**src/logic/ahb_mem_pkg.sv**
```systemverilog
`default_nettype none

package ahb_mem_pkg;

    // --------------------
    // address map.
    localparam int unsigned REG_SPACE_BIT = 12;

    // register word offsets inside register space.
    localparam int unsigned REG_CTRL_OFS    = 0;
    localparam int unsigned REG_WRCNT_OFS   = 1;
    localparam int unsigned REG_SCRATCH_OFS = 2;

    // --------------------
    // control word, seen as raw bus data or as steering fields.
    typedef struct packed {
        logic [26:0] reserved;
        logic        write_protect;
        logic [3:0]  wait_cycles;
    } ctrl_fields_t;

    typedef union packed {
        logic [31:0]  raw;
        ctrl_fields_t fields;
    } ctrl_word_u;

endpackage

`default_nettype wire

```
**src/logic/req_decode.sv**
```systemverilog
`timescale 1ns/1ps
`default_nettype none

module req_decode
    import ahb_mem_pkg::*;
#(
    parameter int DATA_WIDTH = 32,
    parameter int ADDR_WIDTH = 32
) (
    input  wire                   i_valid,
    input  wire  [ADDR_WIDTH-1:0] i_addr,
    output logic                  o_ready,
    output logic                  o_rd_valid,
    output logic [DATA_WIDTH-1:0] o_rd_data,

    output logic                  o_mem_valid,
    input  wire                   i_mem_ready,
    input  wire                   i_mem_rd_valid,
    input  wire  [DATA_WIDTH-1:0] i_mem_rd_data,

    output logic                  o_reg_valid,
    input  wire                   i_reg_rd_valid,
    input  wire  [DATA_WIDTH-1:0] i_reg_rd_data
);

    logic sel_reg;

    assign sel_reg = i_addr[REG_SPACE_BIT];

    // strobe routing.
    assign o_mem_valid = i_valid && !sel_reg;
    assign o_reg_valid = i_valid && sel_reg;

    // registers never stall, so only the memory can hold the bus.
    assign o_ready = i_mem_ready;

    // read return merge.
    assign o_rd_valid = i_mem_rd_valid || i_reg_rd_valid;
    assign o_rd_data  = i_reg_rd_valid ? i_reg_rd_data : i_mem_rd_data;

    // one read in flight at a time across both targets.
    rd_return_onehot: assert final (!(i_mem_rd_valid && i_reg_rd_valid))
        else $error("req_decode: memory and register returns collide");

endmodule

`default_nettype wire

```
**config.mk**
```make
export PLATFORM = sky130hd
export DESIGN_NAME = req_decode
export DESIGN_NICKNAME = d
export VERILOG_FILES = /design/src/logic/ahb_mem_pkg.sv /design/src/logic/req_decode.sv
export SDC_FILE = /design/constraint.sdc
export NUM_CORES = 1
export LEC_CHECK = 0
export ABC_AREA = 1
export ABC_CLOCK_PERIOD_IN_PS = 900
export BUFFER_PORTS_ARGS = -buffer_cell sky130_fd_sc_hd__buf_2
export CAP_MARGIN = 10
export CORE_MARGIN = 2
export CORE_UTILIZATION = 18
export DETAILED_ROUTE_END_ITERATION = 10
export GPL_TIMING_DRIVEN = 1
export PLACE_DENSITY = 0.79
export SYNTH_ARGS = -nofsm -noshare
export SYNTH_HDL_FRONTEND = slang
export SYNTH_SLANG_ARGS = --single-unit
```
**constraint.sdc**
```tcl
create_clock -name vclk -period 0.9
set_input_delay 0.27 -clock vclk [all_inputs]
set_output_delay 0.27 -clock vclk [all_outputs]
set_load 0.005 [all_outputs]
```
==> results_dict.tcl <==
set metrics [dict create \
    met2_layer_wire_length_in_the_routed_design_um 1250 \
    final-hold-violation-count 0 \
    sequential_cell_area_sq_um 0 \
    global_route_wire_length_before_repair_um 2730 \
    drc 0 \
    critical_path_buf_inv_count 3 \
    floorplan.initialDensity 0.189 \
    die_h_um 54.7 \
    tightest_slew_ns 0.109 \
    area_delta_synth_final_pct 179 \
    outcome "complete, but fails checks" \
    layout.cells.most_common "buf_2" \
    post-route-period-util 1.17 \
    cp_max_fo 6 \
    hold_path_end "o_ready" \
    timing.critical_path.slowest_cell_delay_ns 0.16 \
    routabilityCongestion 0.644 \
    io-pin-count 136 \
    met3WireLength_um 290 \
    setup_viol 33 \
    worst_path_dominant_cell_family "buffers and inverters" \
    globalRoute.totalOverflow 0 \
    path_cells "buf_16, clkbuf_16, nand2_2, nand2_1, buf_2" \
    cp.required_ns 0.63 \
    drt.antenna.violating_nets 0 \
    fmax_ghz 0.949 \
    final_util 0.527 \
    timing.max_cap.violations 0 \
    grt_antenna_before_repair 0 \
    wire_per_inst_um 9.90 \
    placed_cells_incl_taps 237 \
    share_of_layout_cells_above_drive_strength_1 0.695 \
    total_area_of_multi_input_combinational_cells_sq_um 494 \
    hold_path.startpoint "i_mem_ready" \
    setup_slack_ns -0.154 \
    postCtsSetupRepairBufs 0 \
    synth.top_cell.area_share 0.786 \
    post_synth_main_area_contributors "nand2_1 (79%), buf_6 (9.7%), buf_4 (6.5%), inv_1 (1.6%), inv_4 (1.4%)" \
    nFlopsAndLatches 0 \
    clock_buffers 0 \
    synthesis.nets 210 \
    syn-cell-area_sq_um 463 \
    arrival_ns 0.78 \
    diodes 0 \
    final_critical_path_required_period_ns 1.05 \
    min_path_cells 0 \
    number_of_global_route_vias_before_repair 724 \
    floorplan.die_area_sq_um 2990 \
    wirelength_met1_um 865 \
    slew_violations 0 \
    cts_hold_buffers 0 \
    mostFrequentLayoutCells "buf_2 (100), nand2_1 (62), nand2_2 (29), nand2_4 (6), buf_16 (3)" \
    dpl.hpwl_um 1540 \
    synth.lib_cells_used.distinct 7 \
    top_signal_layer_used "met3" \
    violations "setup timing" \
    groute.usage.overall 0.117 \
    vias 1023 \
    relSlewSlack 0.928 \
    die_width_um 54.7 \
    std_cell_rows 18 \
    portBuffers 103 \
    grt_start_max_net_pins 33 \
    hold_class "primary input to primary output" \
    number_of_drc_markers_after_the_initial_detailed_route_iteration 6 \
    powerDensity_nw_per_um2 473 \
    timing_worst_setup_path_type "primary input to primary output" \
    leakage_power_total_uw 0.000860 \
    drt-pass1-iter-count 3 \
    crit_slowest_cell "clkbuf_16" \
    routed_wirelength_um 2410 \
    syn_avg_cell_area_sq_um 4.21 \
    core_area_sq_um 2450 \
    rsz0062_at_grt "yes" \
    crit_path_end_kind "primary output" \
    detail_route.vias_per_cell 4.21 \
    layout.cells.non_filler 243 \
    cp-start-kind "primary input" \
    yosysWarnings 0 \
    seq_area_frac_synth 0 \
    syn_inst 110 \
    synthDominantAreaCellType "nand2_1" \
    finish.net_count 315 \
    max-vdd-ir-drop_mv 0.270 \
    fill_cells 258 \
]
==> routing by layer <==
layer	vias up	GRT usage
met5	-	0
met4	0	0.00417
met3	0	0.0164
met2	61	0.244
met1	435	0.125
li1	527	-
==> what timing repair did <==
item                       CTS  global route
resized for setup           11            48
setup endpoints to repair   33            33
hold endpoints to repair     0             0
gates cloned                 2             4
pin swaps                    0             7
==> cell type report <==
cell class / instances / area share
repair buffers: 109 / 0.538
multi-input cells: 99 / 0.382
inverters: 3 / 0.0290
well taps: 30 / 0.0290
repair inverters: 2 / 0.0213
==> worst max-delay path by stage <==
| stage | start | to | slack, ns | depth (start not counted) |
|---|---|---|---|---|
| floorplan | i_reg_rd_valid | o_rd_data[0] | -0.04 | 5 |
| CTS | i_reg_rd_valid | o_rd_data[3] | -0.14 | 5 |
| global placement | i_reg_rd_valid | o_rd_data[3] | -0.26 | 5 |
| global route | i_reg_rd_valid | o_rd_data[0] | -0.17 | 5 |
| finish | i_reg_rd_valid | o_rd_data[2] | -0.15 | 5 |
| detailed placement | i_reg_rd_valid | o_rd_data[3] | -0.25 | 5 |
==> through the flow <==
stage	cell area, sq um	TNS [ns]	setup WS, ns	hold slack [ns]	power [uW]
after floorplan	472	-0.803	-0.0355	0.571	199
after global placement	973	-7.73	-0.256	0.540	437
after detailed placement	973	-7.74	-0.252	0.540	443
after CTS	1060	-4.29	-0.140	0.540	495
after global routing	1290	-5.04	-0.170	0.540	686
final	1290	-4.08	-0.154	0.540	611
==> cells by family after synthesis <==
family | synth area share
simple gates | 0.808
buf+inv | 0.192
==> Yosys cell counts <==
library cell	n
nor2_1	1
buf_4	4
or2_2	1
nand2_1	97
inv_4	1
inv_1	2
buf_6	4
==> where the power goes <==
part / switching, uW / leakage, uW / internal, uW
logic: 268 / 0.000860 / 343
clock network: 0 / 0 / 0
registers: 0 / 0 / 0
No activity file was read; power rests on OpenSTA's default activity.
