File: src/logic/ahb_mem_pkg.sv
`default_nettype none

package ahb_mem_pkg;

    // --------------------
    // address map.
    localparam int unsigned REG_SPACE_BIT = 12;

    // register word offsets inside register space.
    localparam int unsigned REG_CTRL_OFS    = 0;
    localparam int unsigned REG_WRCNT_OFS   = 1;
    localparam int unsigned REG_SCRATCH_OFS = 2;

    // --------------------
    // control word, seen as raw bus data or as steering fields.
    typedef struct packed {
        logic [26:0] reserved;
        logic        write_protect;
        logic [3:0]  wait_cycles;
    } ctrl_fields_t;

    typedef union packed {
        logic [31:0]  raw;
        ctrl_fields_t fields;
    } ctrl_word_u;

endpackage

`default_nettype wire

File: src/logic/mem_ctrl_regs.sv
`timescale 1ns/1ps
`default_nettype none

module mem_ctrl_regs
    import ahb_mem_pkg::*;
#(
    parameter int DATA_WIDTH = 32
) (
    input  wire                      i_clk_ahb,
    input  wire                      i_rstn_ahb,

    input  wire                      i_valid,
    input  wire                      i_rd0_wr1,
    input  wire  [REG_SPACE_BIT-1:0] i_addr,
    input  wire  [DATA_WIDTH-1:0]    i_wr_data,
    input  wire                      i_wr_done,

    output logic                     o_rd_valid,
    output logic [DATA_WIDTH-1:0]    o_rd_data,

    output logic [3:0]               o_wait_cycles,
    output logic                     o_write_protect
);

    ctrl_word_u            ctrl_q;
    logic [DATA_WIDTH-1:0] wrcnt_q;
    logic [DATA_WIDTH-1:0] scratch_q;

    logic [REG_SPACE_BIT-3:0] word_ofs;
    logic                     wr_en;
    logic [DATA_WIDTH-1:0]    rd_mux;

    assign word_ofs = i_addr[REG_SPACE_BIT-1:2];
    assign wr_en    = i_valid && i_rd0_wr1;

    // --------------------
    // register file.
    always_ff @(posedge i_clk_ahb or negedge i_rstn_ahb) begin
        if (!i_rstn_ahb) begin
            ctrl_q     <= '0;
            wrcnt_q    <= '0;
            scratch_q  <= '0;
            o_rd_valid <= 1'b0;
        end else begin
            o_rd_valid <= i_valid && !i_rd0_wr1;
            if (wr_en && (word_ofs == REG_CTRL_OFS)) begin
                ctrl_q.raw <= i_wr_data;
            end
            if (wr_en && (word_ofs == REG_SCRATCH_OFS)) begin
                scratch_q <= i_wr_data;
            end
            // WRCNT counts landed memory writes only.
            if (i_wr_done) begin
                wrcnt_q <= wrcnt_q + 1'b1;
            end
        end
    end

    // --------------------
    // read path.
    always_comb begin
        if (word_ofs == REG_CTRL_OFS) begin
            rd_mux = ctrl_q.raw;
        end else if (word_ofs == REG_WRCNT_OFS) begin
            rd_mux = wrcnt_q;
        end else if (word_ofs == REG_SCRATCH_OFS) begin
            rd_mux = scratch_q;
        end else begin
            rd_mux = '0;
        end
    end

    always_ff @(posedge i_clk_ahb) begin
        if (i_valid && !i_rd0_wr1) begin
            o_rd_data <= rd_mux;
        end
    end

    // memory steering from the field view.
    assign o_wait_cycles   = ctrl_q.fields.wait_cycles;
    assign o_write_protect = ctrl_q.fields.write_protect;

endmodule

`default_nettype wire

File: config.mk
export PLATFORM = sky130hd
export DESIGN_NAME = mem_ctrl_regs
export DESIGN_NICKNAME = d
export VERILOG_FILES = /design/src/logic/ahb_mem_pkg.sv /design/src/logic/mem_ctrl_regs.sv
export SDC_FILE = /design/constraint.sdc
export NUM_CORES = 1
export LEC_CHECK = 0
export ABC_AREA = 1
export BUFFER_PORTS_ARGS = -buffer_cell sky130_fd_sc_hd__buf_2
export CAP_MARGIN = 20
export CORE_ASPECT_RATIO = 0.9
export CORE_MARGIN = 5
export CORE_UTILIZATION = 55
export CTS_CLUSTER_DIAMETER = 60
export DETAILED_ROUTE_END_ITERATION = 10
export GPL_TIMING_DRIVEN = 0
export PLACE_DENSITY_LB_ADDON = 0.1
export RECOVER_POWER = 25
export SLEW_MARGIN = 30
export SYNTH_ARGS = -nofsm -noshare
export SYNTH_HDL_FRONTEND = slang
export SYNTH_SLANG_ARGS = --single-unit
File: constraint.sdc
create_clock -name i_clk_ahb -period 3.98 [get_ports i_clk_ahb]
set_input_delay 0.398 -clock i_clk_ahb [delete_from_list [all_inputs] [get_ports i_clk_ahb]]
set_output_delay 0.398 -clock i_clk_ahb [all_outputs]
set_load 0.01 [all_outputs]
==> out/results.tsv <==
metric	value	unit
maximum VDD drop	0.278	mV
relative slew slack	-26.6	%
Worst Path Arrival	2300	ps
CTS clk-pin slew, worst paths	50	ps
number of routed nets with antenna violations	0	
cell count after synthesis	678	
via count	5079	
Synth Flop Type	sky130_fd_sc_hd__dfrtp_1	
most common cell after layout, fill and taps aside	sky130_fd_sc_hd__nand2_1	
crit path cell chain	dlygate4sd3_1, clkbuf_1	
weighted congestion reported at the end of routability-driven placement	0.887	
CTS tree	built	
library cell occupying the most area in the post-synthesis netlist	sky130_fd_sc_hd__dfrtp_1	
count of final setup violators	0	
kind of path behind the tightest hold check	input pin to register	
Clock H-tree levels	4	
TritonCTS Sinks	129	
final hold violation count	0	
share of the yosys chip area belonging to registers	56.1	%
CTS buffer count	17	
growth of design area from synthesis to finish	20.5	%
FP Rows	36	
net count of the finished layout	832	
net count after synthesis	728	
leakage component of the power	3.56	nW
final cycle utilization of the critical path	53.8	%
run status	finished with violations	
per-cell via count in the routed design	5.47	
Crit Reg-Reg Endpoint	wrcnt_q[24]$_DFFE_PN0P_	
setup clock skew after layout	9.08	ps
global-route wire length before repair	26.3	mm
share of flip-flops with an asynchronous set or reset	75.2	%
Die Footprint	0.0132	mm^2
critical path's slowest cell	sky130_fd_sc_hd__clkbuf_1	
number of diodes added for antenna fixing	0	
portion of synthesized cell area occupied by the leading cell type	40.2	%
initial antenna violation count	0	
startpoint of the most critical hold path	i_wr_data[11]	
maximum achievable frequency	467	MHz
number of global-route vias before repair	5071	
overall routing resource usage	26.4	%
top post-synthesis cells by area	sky130_fd_sc_hd__dfrtp_1 (40%), sky130_fd_sc_hd__edfxtp_1 (16%), sky130_fd_sc_hd__nand2_1 (9.9%), sky130_fd_sc_hd__nand3_1 (7.0%), sky130_fd_sc_hd__inv_1 (4.4%)	
horizontal die dimension	120	um
Root Buffer Master	sky130_fd_sc_hd__clkbuf_16	
register bit total from synthesis	129	
number of input and output port buffers inserted	82	
number of gates resized after CTS	0	
Total Routed Length	16.0	mm
Levels on crit path	2	
startpoint of the lowest-slack register-to-register path	wrcnt_q[1]$_DFFE_PN0P_	
Post-DP HPWL	11.6	mm
pin slew with the least headroom to its limit	1900	ps
number of fill cells in the layout	883	
height of the die	109	um
global route overflow	0	
register-to-register setup slack	2250	ps
count of buffer and inverter cells on the critical path	2	
CP endpoint kind	asynchronous set/reset pin	
clock latency on the worst-skew pair	420	ps
number of placed I/O pins	87	
hold worst-path end	ctrl_q[11]$_DFFE_PN0P_	
critical path start-end classification	input pin to asynchronous set/reset pin	
syn_area_per_cell	8.90	um^2
Initial Util	56.1	%
area of the mapped netlist	0.00604	mm^2
iteration-0 DRC count of the detailed router	515	
data required time of the critical path	4140	ps
Worst Reg2Reg Path Length in Cells	8	
MaxCap Viol Count	2	
Max Fanout on Critical Path	33	
hold-critical path depth	3	
clk buf depth	2	
Synth Warn #	0	
distinct cell type count of the synthesized netlist	25	
power density cells	455	mW/mm^2
fin crit period	2140	ps
RSZ-0062 raised after global routing	no	
first-pass iteration count of the detailed router	5	
average wire per cell in the routed design	17.2	um
TNS Setup	0	ps
maximum single-stage delay on the critical path	1350	ps
total power draw	0.00331	W
number of design rule violations left after detail routing	0	
violated checks	max-capacitance violations, max-slew violations	
cell type group with the largest total delay on the critical path	buffers and inverters	
final-report max-slew violation count	50	
largest net degree at the start of global routing	66	
core region area	0.0108	mm^2
proportion of layout cells with a drive suffix above 1	17.9	%
commonest cells after routing, fill and taps aside	sky130_fd_sc_hd__nand2_1 (160), sky130_fd_sc_hd__dfrtp_1 (97), sky130_fd_sc_hd__buf_2 (93)	
startpoint type of the worst setup path	input pin	
count of flip-flops with a built-in enable after synthesis	32	
[layer usage]
metal	vias up	global-route usage, %	wire (um)
li1	2454	-	-
met5	-	0	0
met2	199	39.9	7270
met1	2402	36.8	7170
met3	24	7.51	1270
met4	0	9.63	301
[final cells by class]
cell class / instances / area (um^2) / share of cell area, %
buffer: 37 / 204 / 2.80
clock buffer: 21 / 462 / 6.35
clock inverter: 11 / 135 / 1.86
inverter: 71 / 267 / 3.66
multi-input combinational: 441 / 2180 / 30.0
sequential: 129 / 3390 / 46.6
tap: 133 / 166 / 2.29
timing repair buffer: 85 / 473 / 6.50
[per-stage QoR]
stage	hold slack, ps	worst slack (ps)	instances	area (um^2)	utilization, %
finish	192	1840	928	7270	67.6
global route	183	1400	928	7270	67.6
CTS	179	2250	928	7290	67.7
detailed placement	311	2080	895	6680	62.1
global placement	460	804	893	6610	61.4
floorplan	102	1750	678	6040	-
[Yosys cell counts, types with 10 or more instances]
cell                         n
sky130_fd_sc_hd__edfxtp_1   32
sky130_fd_sc_hd__o21ai_1    46
sky130_fd_sc_hd__nand2_1   160
sky130_fd_sc_hd__clkbuf_1   10
sky130_fd_sc_hd__o21ai_0    19
sky130_fd_sc_hd__nand4_1    15
sky130_fd_sc_hd__nor2_1     44
sky130_fd_sc_hd__o211ai_1   26
sky130_fd_sc_hd__xor2_1     18
sky130_fd_sc_hd__buf_2      13
sky130_fd_sc_hd__inv_1      71
sky130_fd_sc_hd__dfrtp_1    97
sky130_fd_sc_hd__nand3_1    85
[worst register-to-register path, cell delays in order (launching register included)]
cell	delay [ps]
sky130_fd_sc_hd__dfrtp_1	460
sky130_fd_sc_hd__ha_1	220
sky130_fd_sc_hd__nand3_1	140
sky130_fd_sc_hd__nor2_2	180
sky130_fd_sc_hd__nand3_1	210
sky130_fd_sc_hd__nor2_2	230
sky130_fd_sc_hd__nand2_1	70
sky130_fd_sc_hd__nand2_1	60
sky130_fd_sc_hd__nand2_1	40
[what timing repair did]
item	4_1_cts	5_1_grt
hold endpoints to repair	32	0
buffers inserted	0	0
hold buffers	1	0
[power by group]
part / leakage, nW / switching (W) / total (W) / internal (W)
combinational: 1.67 / 0.000164 / 0.000250 / 0.0000864
sequential: 1.60 / 0.0000724 / 0.00149 / 0.00142
clock: 0.293 / 0.000556 / 0.00157 / 0.00101
total: 3.56 / 0.000792 / 0.00331 / 0.00252
[worst max-delay path by stage]
stage / from / endpoint / slack [ps]
3_3_place_gp: i_valid / o_rd_data[29]$_DFFE_PP_ / 800
4_1_cts: wrcnt_q[1]$_DFFE_PN0P_ / wrcnt_q[24]$_DFFE_PN0P_ / 2250
5_1_grt: i_rstn_ahb / wrcnt_q[23]$_DFFE_PN0P_ / 1400
3_5_place_dp: i_addr[7] / o_rd_data[30]$_DFFE_PP_ / 2080
6_report: i_rstn_ahb / wrcnt_q[7]$_DFFE_PN0P_ / 1840
2_1_floorplan: i_valid / o_rd_data[0]$_DFFE_PP_ / 1750
[cell families (layout without fill, tap and decap cells)]
kind of cell	count (synthesis)	count (layout)	share of synthesized area [%]
compound gates	97	97	9.12
flops	129	129	56.1
fa+ha+maj	1	1	0.207
simple gates	325	325	24.1
buf+inv	108	225	7.79
xor+xnor	18	18	2.61
[flip-flops by register name, summed over array words and instances, names as in the netlist]
name and flops:
o_rd_valid 1, scratch_q 32, o_rd_data 32, wrcnt_q 32, ctrl_q 32
Power figures use the tool's default switching activity.
