`src/logic/ahb_slave.sv`:
```
`timescale 1ns/1ps
`default_nettype none

module ahb_slave #(
    parameter int DATA_WIDTH = 32,
    parameter int ADDR_WIDTH = 32
) (
    input  wire                   i_clk_ahb,
    input  wire                   i_rstn_ahb,

    input  wire                   i_hready,
    input  wire                   i_htrans,
    input  wire  [2:0]            i_hsize,
    input  wire                   i_hwrite,
    input  wire  [ADDR_WIDTH-1:0] i_haddr,
    input  wire  [DATA_WIDTH-1:0] i_hwdata,
    input  wire                   i_hselx,

    input  wire                   i_ready,
    input  wire                   i_rd_valid,
    input  wire  [DATA_WIDTH-1:0] i_rd_data,

    output logic                  o_hreadyout,
    output logic                  o_hresp,
    output logic [DATA_WIDTH-1:0] o_hrdata,

    output logic                  o_valid,
    output logic                  o_rd0_wr1,
    output logic [DATA_WIDTH-1:0] o_wr_data,
    output logic [ADDR_WIDTH-1:0] o_addr
);

    typedef enum logic {
        IDLE   = 1'b0,
        NONSEQ = 1'b1
    } state_t;

    state_t                state_q;
    logic                  write_q;
    logic                  rd_sent_q;
    logic [ADDR_WIDTH-1:0] addr_q;

    logic accept;
    logic dp_done;
    logic dp_wr_strobe;
    logic dp_rd_strobe;
    logic dp_rd_done;
    logic ap_rd_strobe;

    // --------------------
    // data phase of the transfer held in addr_q/write_q.
    always_comb begin
        dp_done      = 1'b1;
        dp_wr_strobe = 1'b0;
        dp_rd_strobe = 1'b0;
        dp_rd_done   = 1'b0;
        if (state_q == NONSEQ) begin
            if (write_q) begin
                dp_wr_strobe = i_ready;
                dp_done      = i_ready;
            end else if (!rd_sent_q) begin
                // read was held back in its address phase.
                dp_rd_strobe = i_ready;
                dp_done      = 1'b0;
            end else begin
                dp_rd_done = i_rd_valid;
                dp_done    = i_rd_valid;
            end
        end
    end

    // --------------------
    // address phase; a read goes out at once when the slot is free.
    assign accept       = i_hselx && i_htrans && i_hready && dp_done;
    assign ap_rd_strobe = accept && !i_hwrite && i_ready && !dp_wr_strobe;

    always_ff @(posedge i_clk_ahb or negedge i_rstn_ahb) begin
        if (!i_rstn_ahb) begin
            state_q   <= IDLE;
            write_q   <= 1'b0;
            rd_sent_q <= 1'b0;
        end else begin
            if (accept) begin
                state_q   <= NONSEQ;
                write_q   <= i_hwrite;
                rd_sent_q <= ap_rd_strobe;
            end else if (dp_done) begin
                state_q <= IDLE;
            end else if (dp_rd_strobe) begin
                rd_sent_q <= 1'b1;
            end
        end
    end

    always_ff @(posedge i_clk_ahb) begin
        if (accept) begin
            addr_q <= i_haddr;
        end
    end

    // request bus.
    assign o_valid   = dp_wr_strobe || dp_rd_strobe || ap_rd_strobe;
    assign o_rd0_wr1 = dp_wr_strobe;
    assign o_addr    = ap_rd_strobe ? i_haddr : addr_q;
    assign o_wr_data = dp_wr_strobe ? i_hwdata : '0;

    // bus response.
    assign o_hreadyout = dp_done;
    assign o_hresp     = 1'b0;
    assign o_hrdata    = dp_rd_done ? i_rd_data : '0;

    // --------------------
    okay_only: assert property (@(posedge i_clk_ahb) disable iff (!i_rstn_ahb)
        !o_hresp)
        else $error("ahb_slave: error response driven");

    strobe_needs_ready: assert property (@(posedge i_clk_ahb) disable iff (!i_rstn_ahb)
        o_valid |-> i_ready)
        else $error("ahb_slave: strobe while target not ready");

    // only word transfers are handled by this port.
    word_size_only: assert property (@(posedge i_clk_ahb) disable iff (!i_rstn_ahb)
        accept |-> (i_hsize == 3'b010))
        else $error("ahb_slave: transfer size is not a word");

endmodule

`default_nettype wire

```
`config.mk`:
```
export PLATFORM = sky130hd
export DESIGN_NAME = ahb_slave
export DESIGN_NICKNAME = d
export VERILOG_FILES = /design/src/logic/ahb_slave.sv
export SDC_FILE = /design/constraint.sdc
export NUM_CORES = 1
export LEC_CHECK = 0
export ABC_AREA = 1
export BUFFER_PORTS_ARGS = -buffer_cell sky130_fd_sc_hd__buf_2
export CORE_MARGIN = 1.5
export CORE_UTILIZATION = 37
export CTS_CLUSTER_DIAMETER = 150
export DETAILED_ROUTE_END_ITERATION = 10
export PLACE_DENSITY = 0.89
export SYNTH_ARGS = -nofsm -noshare
export SYNTH_HDL_FRONTEND = slang
export SYNTH_SLANG_ARGS = --single-unit
```
`constraint.sdc`:
```
create_clock -name i_clk_ahb -period 1.7 [get_ports i_clk_ahb]
set_input_delay 0.085 -clock i_clk_ahb [delete_from_list [all_inputs] [get_ports i_clk_ahb]]
set_output_delay 0.085 -clock i_clk_ahb [all_outputs]
set_load 0.05 [all_outputs]
```
==> metrics.yaml, run 1 <==
outcome:
  failed_checks: "setup timing"
  outcome: "finished, violations left"
critical_path:
  r2r-end: "addr_q[28]"
  r2r-start: "write_q"
  end_kind: "output port"
  cp-start-kind: "flip-flop"
  reg2reg_slack_ns: 0.04
  critPathMaxFanout: 17
  r2r_cells: 7
  crit_type: "reg -> out"
  cp_data_required_time_ns: 1.62
  worstPathArrival_ns: 1.72
layout:
  layout.nets: 659
  area_growth_pct: 106.4
  n_antenna_cell: 0
  final_layout_size_suffix_gt1_share_pct: 54.97
yosys:
  synth.distinct_cells: 20
  ys_warn_count: 0
  postSynthAreaPerCell_um2: 7.295
  synth_seq_area_share_pct: 46.41
  synth_top_area_share_pct: 43.05
  netlist_area_um2: 2232
  synth_area_leaders: "edfxtp_1, nand2_1, nor2_1"
  netlist_instances: 306
  syn_nets: 413
  ys_ff_latch: 35
  synth_top_cell_by_area: "edfxtp_1"
grt:
  antenna_found_initial: 0
  grt_pass1_vias: 2792
  grt_use_total_pct: 26.82
  grt_max_degree: 34
  grt_pass1_wl_um: 13040
  overflow: 0
place:
  place.gp.congestion: 0.7404
  place_hpwl_um: 5659
  io_buffers: 202
sta:
  period_share_pct: 106.0
  slew_viol_final: 0
  whs_ns: 0.1453
  finClkSkew_ns: 0.004192
  setup_viol: 33
  tns_ns: -2.163
  timing.fmax_mhz: 554.8
  post-route-min-period_ns: 1.802
  setup_ws_ns: -0.1025
  rsz0062_at_grt: "yes"
  hold_violations: 0
floorplan:
  rows: 28
  coreArea_um2: 5886
  num_io_pins: 207
  die_h_um: 80.67
  die_w_um: 80.67
  start_util_pct: 37.93
  dieArea_um2: 6508
clock_network:
  clk_latency_ns: 0.28
  clockRootBuffer: "clkbuf_8"
  cts_max_level: 2
  cts_sinks: 35
  clk_pin_slew_worst_paths_ns: 0.07
  cts_tree: "built"
  numCtsBuffers: 5
  cts_buffer_depth: 2
route:
  drt-initial-drc-count: 125
  avgRoutedWirePerCell_um: 15.95
  wirelength_um: 10020
  viasPerCell: 4.820
  drc_errors: 0
  detail-route-antenna-nets: 0
  num_vias: 3027
  drt-pass1-iter-count: 4
power_and_ir_drop:
  p_leak_nw: 2.467
  powerDensity_nw_per_um2: 748.7
  pwr-share-seq_pct: 31.1
  p_sw_mw: 1.523
  p_comb_share_pct: 51.6
  switching_share_pct: 44.14
  clkPwrFrac_pct: 17.4
  intPower_mw: 1.927
  ir_drop_mv: 0.5341
min_path:
  holdCritPathClass: "in -> async"
flow_run:
  cap_violations: 0
==> stage by stage <==
| step | setup WS [ns] | instances | instance area [µm²] | util [%] | power [mW] |
|---|---|---|---|---|---|
| 2_1_floorplan | -0.05555 | 306 | 2366 | - | 2.073 |
| 3_3_place_gp | 0.003002 | 573 | 3470 | 58.95 | 2.460 |
| 3_5_place_dp | -0.06552 | 573 | 3470 | 58.95 | 2.484 |
| 4_1_cts | -0.08626 | 623 | 4342 | 73.77 | 3.311 |
| 5_1_grt | -0.1857 | 628 | 4607 | 78.27 | 3.588 |
| 6_report | -0.1025 | 628 | 4607 | 78.27 | 3.449 |
==> state kept, by name, summed over array words and instances, names as in the netlist <==
name and cells:
addr_q 32, rd_sent_q 1, state_q 1, write_q 1
==> cell families after synthesis <==
| logic type | share of synthesized area [%] |
|---|---|
| simple gates | 35.71 |
| compound gates | 0.7284 |
| buf+inv | 16.98 |
| flops | 46.41 |
| other cells | 0.1680 |
==> worst max path at each step <==
stage,start,to,slack [ns],depth (start not counted)
finish,write_q,o_addr[18],-0.10,7
floorplan,write_q,o_wr_data[11],-0.06,5
CTS,write_q,o_addr[3],-0.09,7
detailed placement,write_q,o_addr[0],-0.07,5
global route,write_q,o_addr[6],-0.19,8
global placement,write_q,o_addr[0],0.003,5
==> cell usage in the layout, fill, tap and decap left out, types with 28 or more instances in the layout <==
cell / count
buf_2: 109
nand2_1: 44
nand4_1: 32
edfxtp_1: 32
dlygate4sd3_1: 33
nor2_1: 32
buf_4: 34
buf_6: 59
inv_1: 66
nand2_2: 28
==> final cells by class <==
| cell class | instances | area [µm²] |
|---|---|---|
| inverters | 69 | 259.0 |
| fillers | 369 | 1279 |
| flip-flops and latches | 35 | 1037 |
| repair buffers | 257 | 2066 |
| clock buffers | 6 | 72.57 |
| multi-input cells | 184 | 1066 |
| well taps | 75 | 93.84 |
| clock inverters | 2 | 12.51 |
==> layer usage <==
metal	track usage [%]	vias to the layer above	share of wire, %
met5	0	-	0
met4	8.103	0	2.6
met3	5.682	30	8.5
met2	52.35	178	54
met1	28.25	1387	35
li1	-	1432	-
==> cell usage after synthesis <==
library cell  count
buf_4             3
conb_1            1
nor2_1           68
buf_2             6
edfxtp_1         32
nand3b_1          1
nor2_4            1
inv_2             2
a21boi_2          1
nand3_1           4
o21ai_1           1
clkbuf_1          6
nand4_1          32
dfrtp_1           3
nand4_4           1
inv_1            66
nand2_1          72
nand2_4           1
buf_6             4
clkinv_1          1
==> power by group through the flow <==
stage	clock (mW)	combinational [mW]	sequential [mW]
detailed placement	0	1.41	1.08
global placement	0	1.39	1.07
global route	0.647	1.86	1.08
finish	0.599	1.78	1.07
CTS	0.610	1.64	1.07
floorplan	0	1.01	1.07
==> repair_timing <==
action / CTS / global route
hold buffers: 33 / 0
endpoints found under the hold margin: 35 / 0
endpoints found under the setup margin: 67 / 117
pin swaps: 3 / 3
buffers inserted: 6 / 3
gates cloned: 3 / 3
resized for setup: 107 / 92
==> worst max-delay path, stage by stage, from the launching register on <==
cell and delay [ns]:
dfrtp_2 0.46, nand3b_1 0.22, nand2_4 0.13, nand4_4 0.11, buf_12 0.18, nand2_1 0.09, nand2_2 0.08, buf_6 0.16
Power figures use the tool's default switching activity.
==> inputs of run 2 (changes only) <==
--- a/config.mk
+++ b/config.mk
@@ -8,10 +8,10 @@
 export ABC_AREA = 1
 export BUFFER_PORTS_ARGS = -buffer_cell sky130_fd_sc_hd__buf_2
 export CORE_MARGIN = 1.5
-export CORE_UTILIZATION = 37
+export CORE_UTILIZATION = 34
 export CTS_CLUSTER_DIAMETER = 150
 export DETAILED_ROUTE_END_ITERATION = 10
-export PLACE_DENSITY = 0.89
+export PLACE_DENSITY = 0.87
 export SYNTH_ARGS = -nofsm -noshare
 export SYNTH_HDL_FRONTEND = slang
 export SYNTH_SLANG_ARGS = --single-unit
==> constraint.sdc (replaced) <==
create_clock -name i_clk_ahb -period 1.6 [get_ports i_clk_ahb]
set_input_delay 0.08 -clock i_clk_ahb [delete_from_list [all_inputs] [get_ports i_clk_ahb]]
set_output_delay 0.08 -clock i_clk_ahb [all_outputs]
set_load 0.05 [all_outputs]
==> run 2 against run 1 <==
The flow still finishes with violations (setup timing). Flip-flop and latch count did not move. Wire length increased by 2.0%. Register-to-register slack better by 0.05 ns. Combinational power grew 17%. Worst hold slack lost 0.14 ns. Power is 12% higher. Non-clock buffer count is 2 higher. Cell count increased by 0.48%. Largest cell class unchanged.
==> metrics.yaml, run 2 (same netlist as run 1, synthesis figures left out) <==
clock_network:
  numCtsBuffers: 5  # unchanged
  clk_latency_ns: 0.29  # was 0.28 ns
  cts_tree: "built"  # unchanged
  cts_buffer_depth: 2  # unchanged
  clockRootBuffer: "clkbuf_8"  # unchanged
  cts_max_level: 2  # unchanged
  clk_pin_slew_worst_paths_ns: 0.06  # was 0.07 ns
  cts_sinks: 35  # unchanged
grt:
  grt.busiest_layer: "met2"  # unchanged
  grtUsageMet3_pct: 5.440  # was 5.682%
  grt_use_total_pct: 25.45  # was 26.82%
  grt_max_degree: 33  # was 34
  grt_pass1_vias: 2913  # was 2792
  grtUsageMet1_pct: 29.35  # was 28.25%
  antenna_found_initial: 0  # unchanged
  grt_pass1_wl_um: 14490  # was 13040 µm
  overflow: 0  # unchanged
  grt_use_met2_pct: 48.58  # was 52.35%
sta:
  period_share_pct: 113.8
  setup_viol: 69  # was 33
  post-route-min-period_ns: 1.821
  hold_violations: 0  # unchanged
  finClkSkew_ns: 0.01075  # was 0.004192 ns
  slew_viol_final: 0  # unchanged
  rsz0062_at_grt: "yes"  # unchanged
  setup_ws_ns: -0.2207  # was -0.1025 ns
  timing.fmax_mhz: 549.2
layout:
  fill_cells: 387  # was 369
  largest_reg_flops: 32  # unchanged
  area_growth_pct: 122.3  # was 106.4%
  design_area_um2: 4961  # was 4607 µm²
  multi_input_area_um2: 1187  # was 1066 µm²
  final_common_cell: "buf_2"  # unchanged
  ff_latch_area_um2: 1037  # unchanged
  mostFrequentLayoutCells: "buf_2, buf_6, inv_1, nand2_1, nor2_4"  # was buf_2, inv_1, buf_6, nand2_1, buf_4
  max_flop_register: "addr_q"  # unchanged
  n_antenna_cell: 0  # unchanged
  layout.nets: 660  # was 659
  final_cells: 631  # was 628
  final_layout_size_suffix_gt1_share_pct: 56.86  # was 54.97%
outcome:
  failed_checks: "setup timing"  # unchanged
  outcome: "finished, violations left"  # unchanged
place:
  placedCellCount: 578  # was 573
  place.gp.congestion: 0.8248  # was 0.7404
  io_buffers: 202  # unchanged
  place_area_um2: 3660  # was 3470 µm²
  place_hpwl_um: 5846  # was 5659 µm
power_and_ir_drop:
  powerDensity_nw_per_um2: 781.3  # was 748.7 nW/µm²
  ir_drop_mv: 0.5805  # was 0.5341 mV
  p_leak_nw: 2.538  # was 2.467 nW
route:
  drc_errors: 0  # unchanged
  viasPerCell: 4.853  # was 4.820
  drt-initial-drc-count: 114  # was 125
  drt-pass1-iter-count: 4  # unchanged
  num_vias: 3062  # was 3027
  avgRoutedWirePerCell_um: 16.19  # was 15.95 µm
  wirelength_um: 10220  # was 10020 µm
  detail-route-antenna-nets: 0  # unchanged
floorplan:
  num_io_pins: 207  # unchanged
  die_w_um: 84.03  # was 80.67 µm
  start_util_pct: 35.15  # was 37.93%
  rows: 29  # was 28
  dieArea_um2: 7060  # was 6508 µm²
  die_h_um: 84.03  # was 80.67 µm
  coreArea_um2: 6350  # was 5886 µm²
critical_path:
  worstPathArrival_ns: 1.74  # was 1.72 ns
  crit_path_end: "o_addr[15]"  # was o_addr[18]
  reg2reg_slack_ns: 0.09  # was 0.04 ns
  r2r_cells: 6  # was 7
  cp-start-kind: "flip-flop"  # unchanged
  r2r-start: "write_q"  # unchanged
  slowest_stage: "dfrtp_2"  # unchanged
  cp_slowest_stage_delay_ns: 0.48  # was 0.46 ns
  cp_num_buf_inv: 2  # unchanged
  cp.depth: 7  # unchanged
  cp_data_required_time_ns: 1.52  # was 1.62 ns
  path_delay_family: "simple AND/OR/NAND/NOR gates"  # unchanged
  startpoint: "write_q"  # unchanged
  r2r-end: "addr_q[18]"  # was addr_q[28]
  cp_cell_sequence: "nand3b_1, nand2_4, nand4_4, buf_12, nand2_1, nand2_1, buf_6"  # was nand3b_1, nand2_4, nand4_4, buf_12, nand2_1, nand2_2, buf_6
  end_kind: "output port"  # unchanged
  crit_type: "reg -> out"  # unchanged
  critPathMaxFanout: 15  # was 17
  crit_path_frequent_cell: "nand2_1"
flow_run:
  cap_violations: 0  # unchanged
min_path:
  holdCritPathClass: "in -> reg"  # was in -> async
-- run 2: changes by cell type in the layout (fill, tap and decap cells not counted), sizes merged --
| cell | previous run | this run |
|---|---|---|
| clkbuf | 22 | 8 |
| buf | 207 | 225 |
| clkinv | 2 | 3 |
| dlygate4sd3 | 33 | 32 |
| clkinvlp | 1 | 0 |
| nand4 | 34 | 33 |
| bufbuf | 1 | 0 |
-- run 2: through the flow --
stage / worst slack, ns / hold slack (ns) / setup TNS [ns] / total power [mW] / util, %
after floorplan: -0.05460 / -0.2156 / -1.385 / 2.262 / -
after global placement: 0.06930 / -0.1207 / 0 / 2.669 / 57.64
after detailed placement: -0.01602 / -0.1190 / -0.01602 / 2.706 / 57.64
after CTS: -0.2234 / 0.0004311 / -10.21 / 3.651 / 72.83
after global routing: -0.2978 / 0.002480 / -16.34 / 4.032 / 78.13
final: -0.2207 / 0.001223 / -10.26 / 3.876 / 78.13
-- run 2: where the power goes --
group / switching [mW] / internal, mW
sequential: 0.0653 / 1.08
clock: 0.334 / 0.305
combinational: 1.31 / 0.787
total: 1.71 / 2.17
-- run 2: area by class of cell --
cell class	instances	area share (%)
multi-input cells	183	23.93
well taps	77	1.942
clock inverters	2	0.2522
clock buffers	6	1.463
flip-flops and latches	35	20.91
repair buffers	259	46.18
inverters	69	5.322
-- run 2: repair_timing --
action	4_1_cts	5_1_grt
buffers inserted	4	7
hold buffers	32	0
pin swaps	1	9
gates resized for setup	149	96
cloned	3	2
endpoints found under the hold margin	34	0
endpoints found under the setup margin	97	115
-- run 2: layer usage --
metal / vias to the layer above / routed length, µm
met4: 0 / 182
met1: 1447 / 3580
met5: - / 0
met3: 19 / 681
met2: 163 / 5775
li1: 1433 / -
-- run 2: worst min path at each step --
stage / startpoint / cells after the start / to / slack, ns
6_report: i_haddr[18] / 1 / addr_q[18] / 0.001
5_1_grt: i_haddr[18] / 1 / addr_q[18] / 0.002
4_1_cts: i_haddr[18] / 1 / addr_q[18] / 0.0004
3_3_place_gp: i_rstn_ahb / 1 / rd_sent_q / -0.12
3_5_place_dp: i_rstn_ahb / 1 / write_q / -0.12
2_1_floorplan: i_rstn_ahb / 0 / rd_sent_q / -0.22
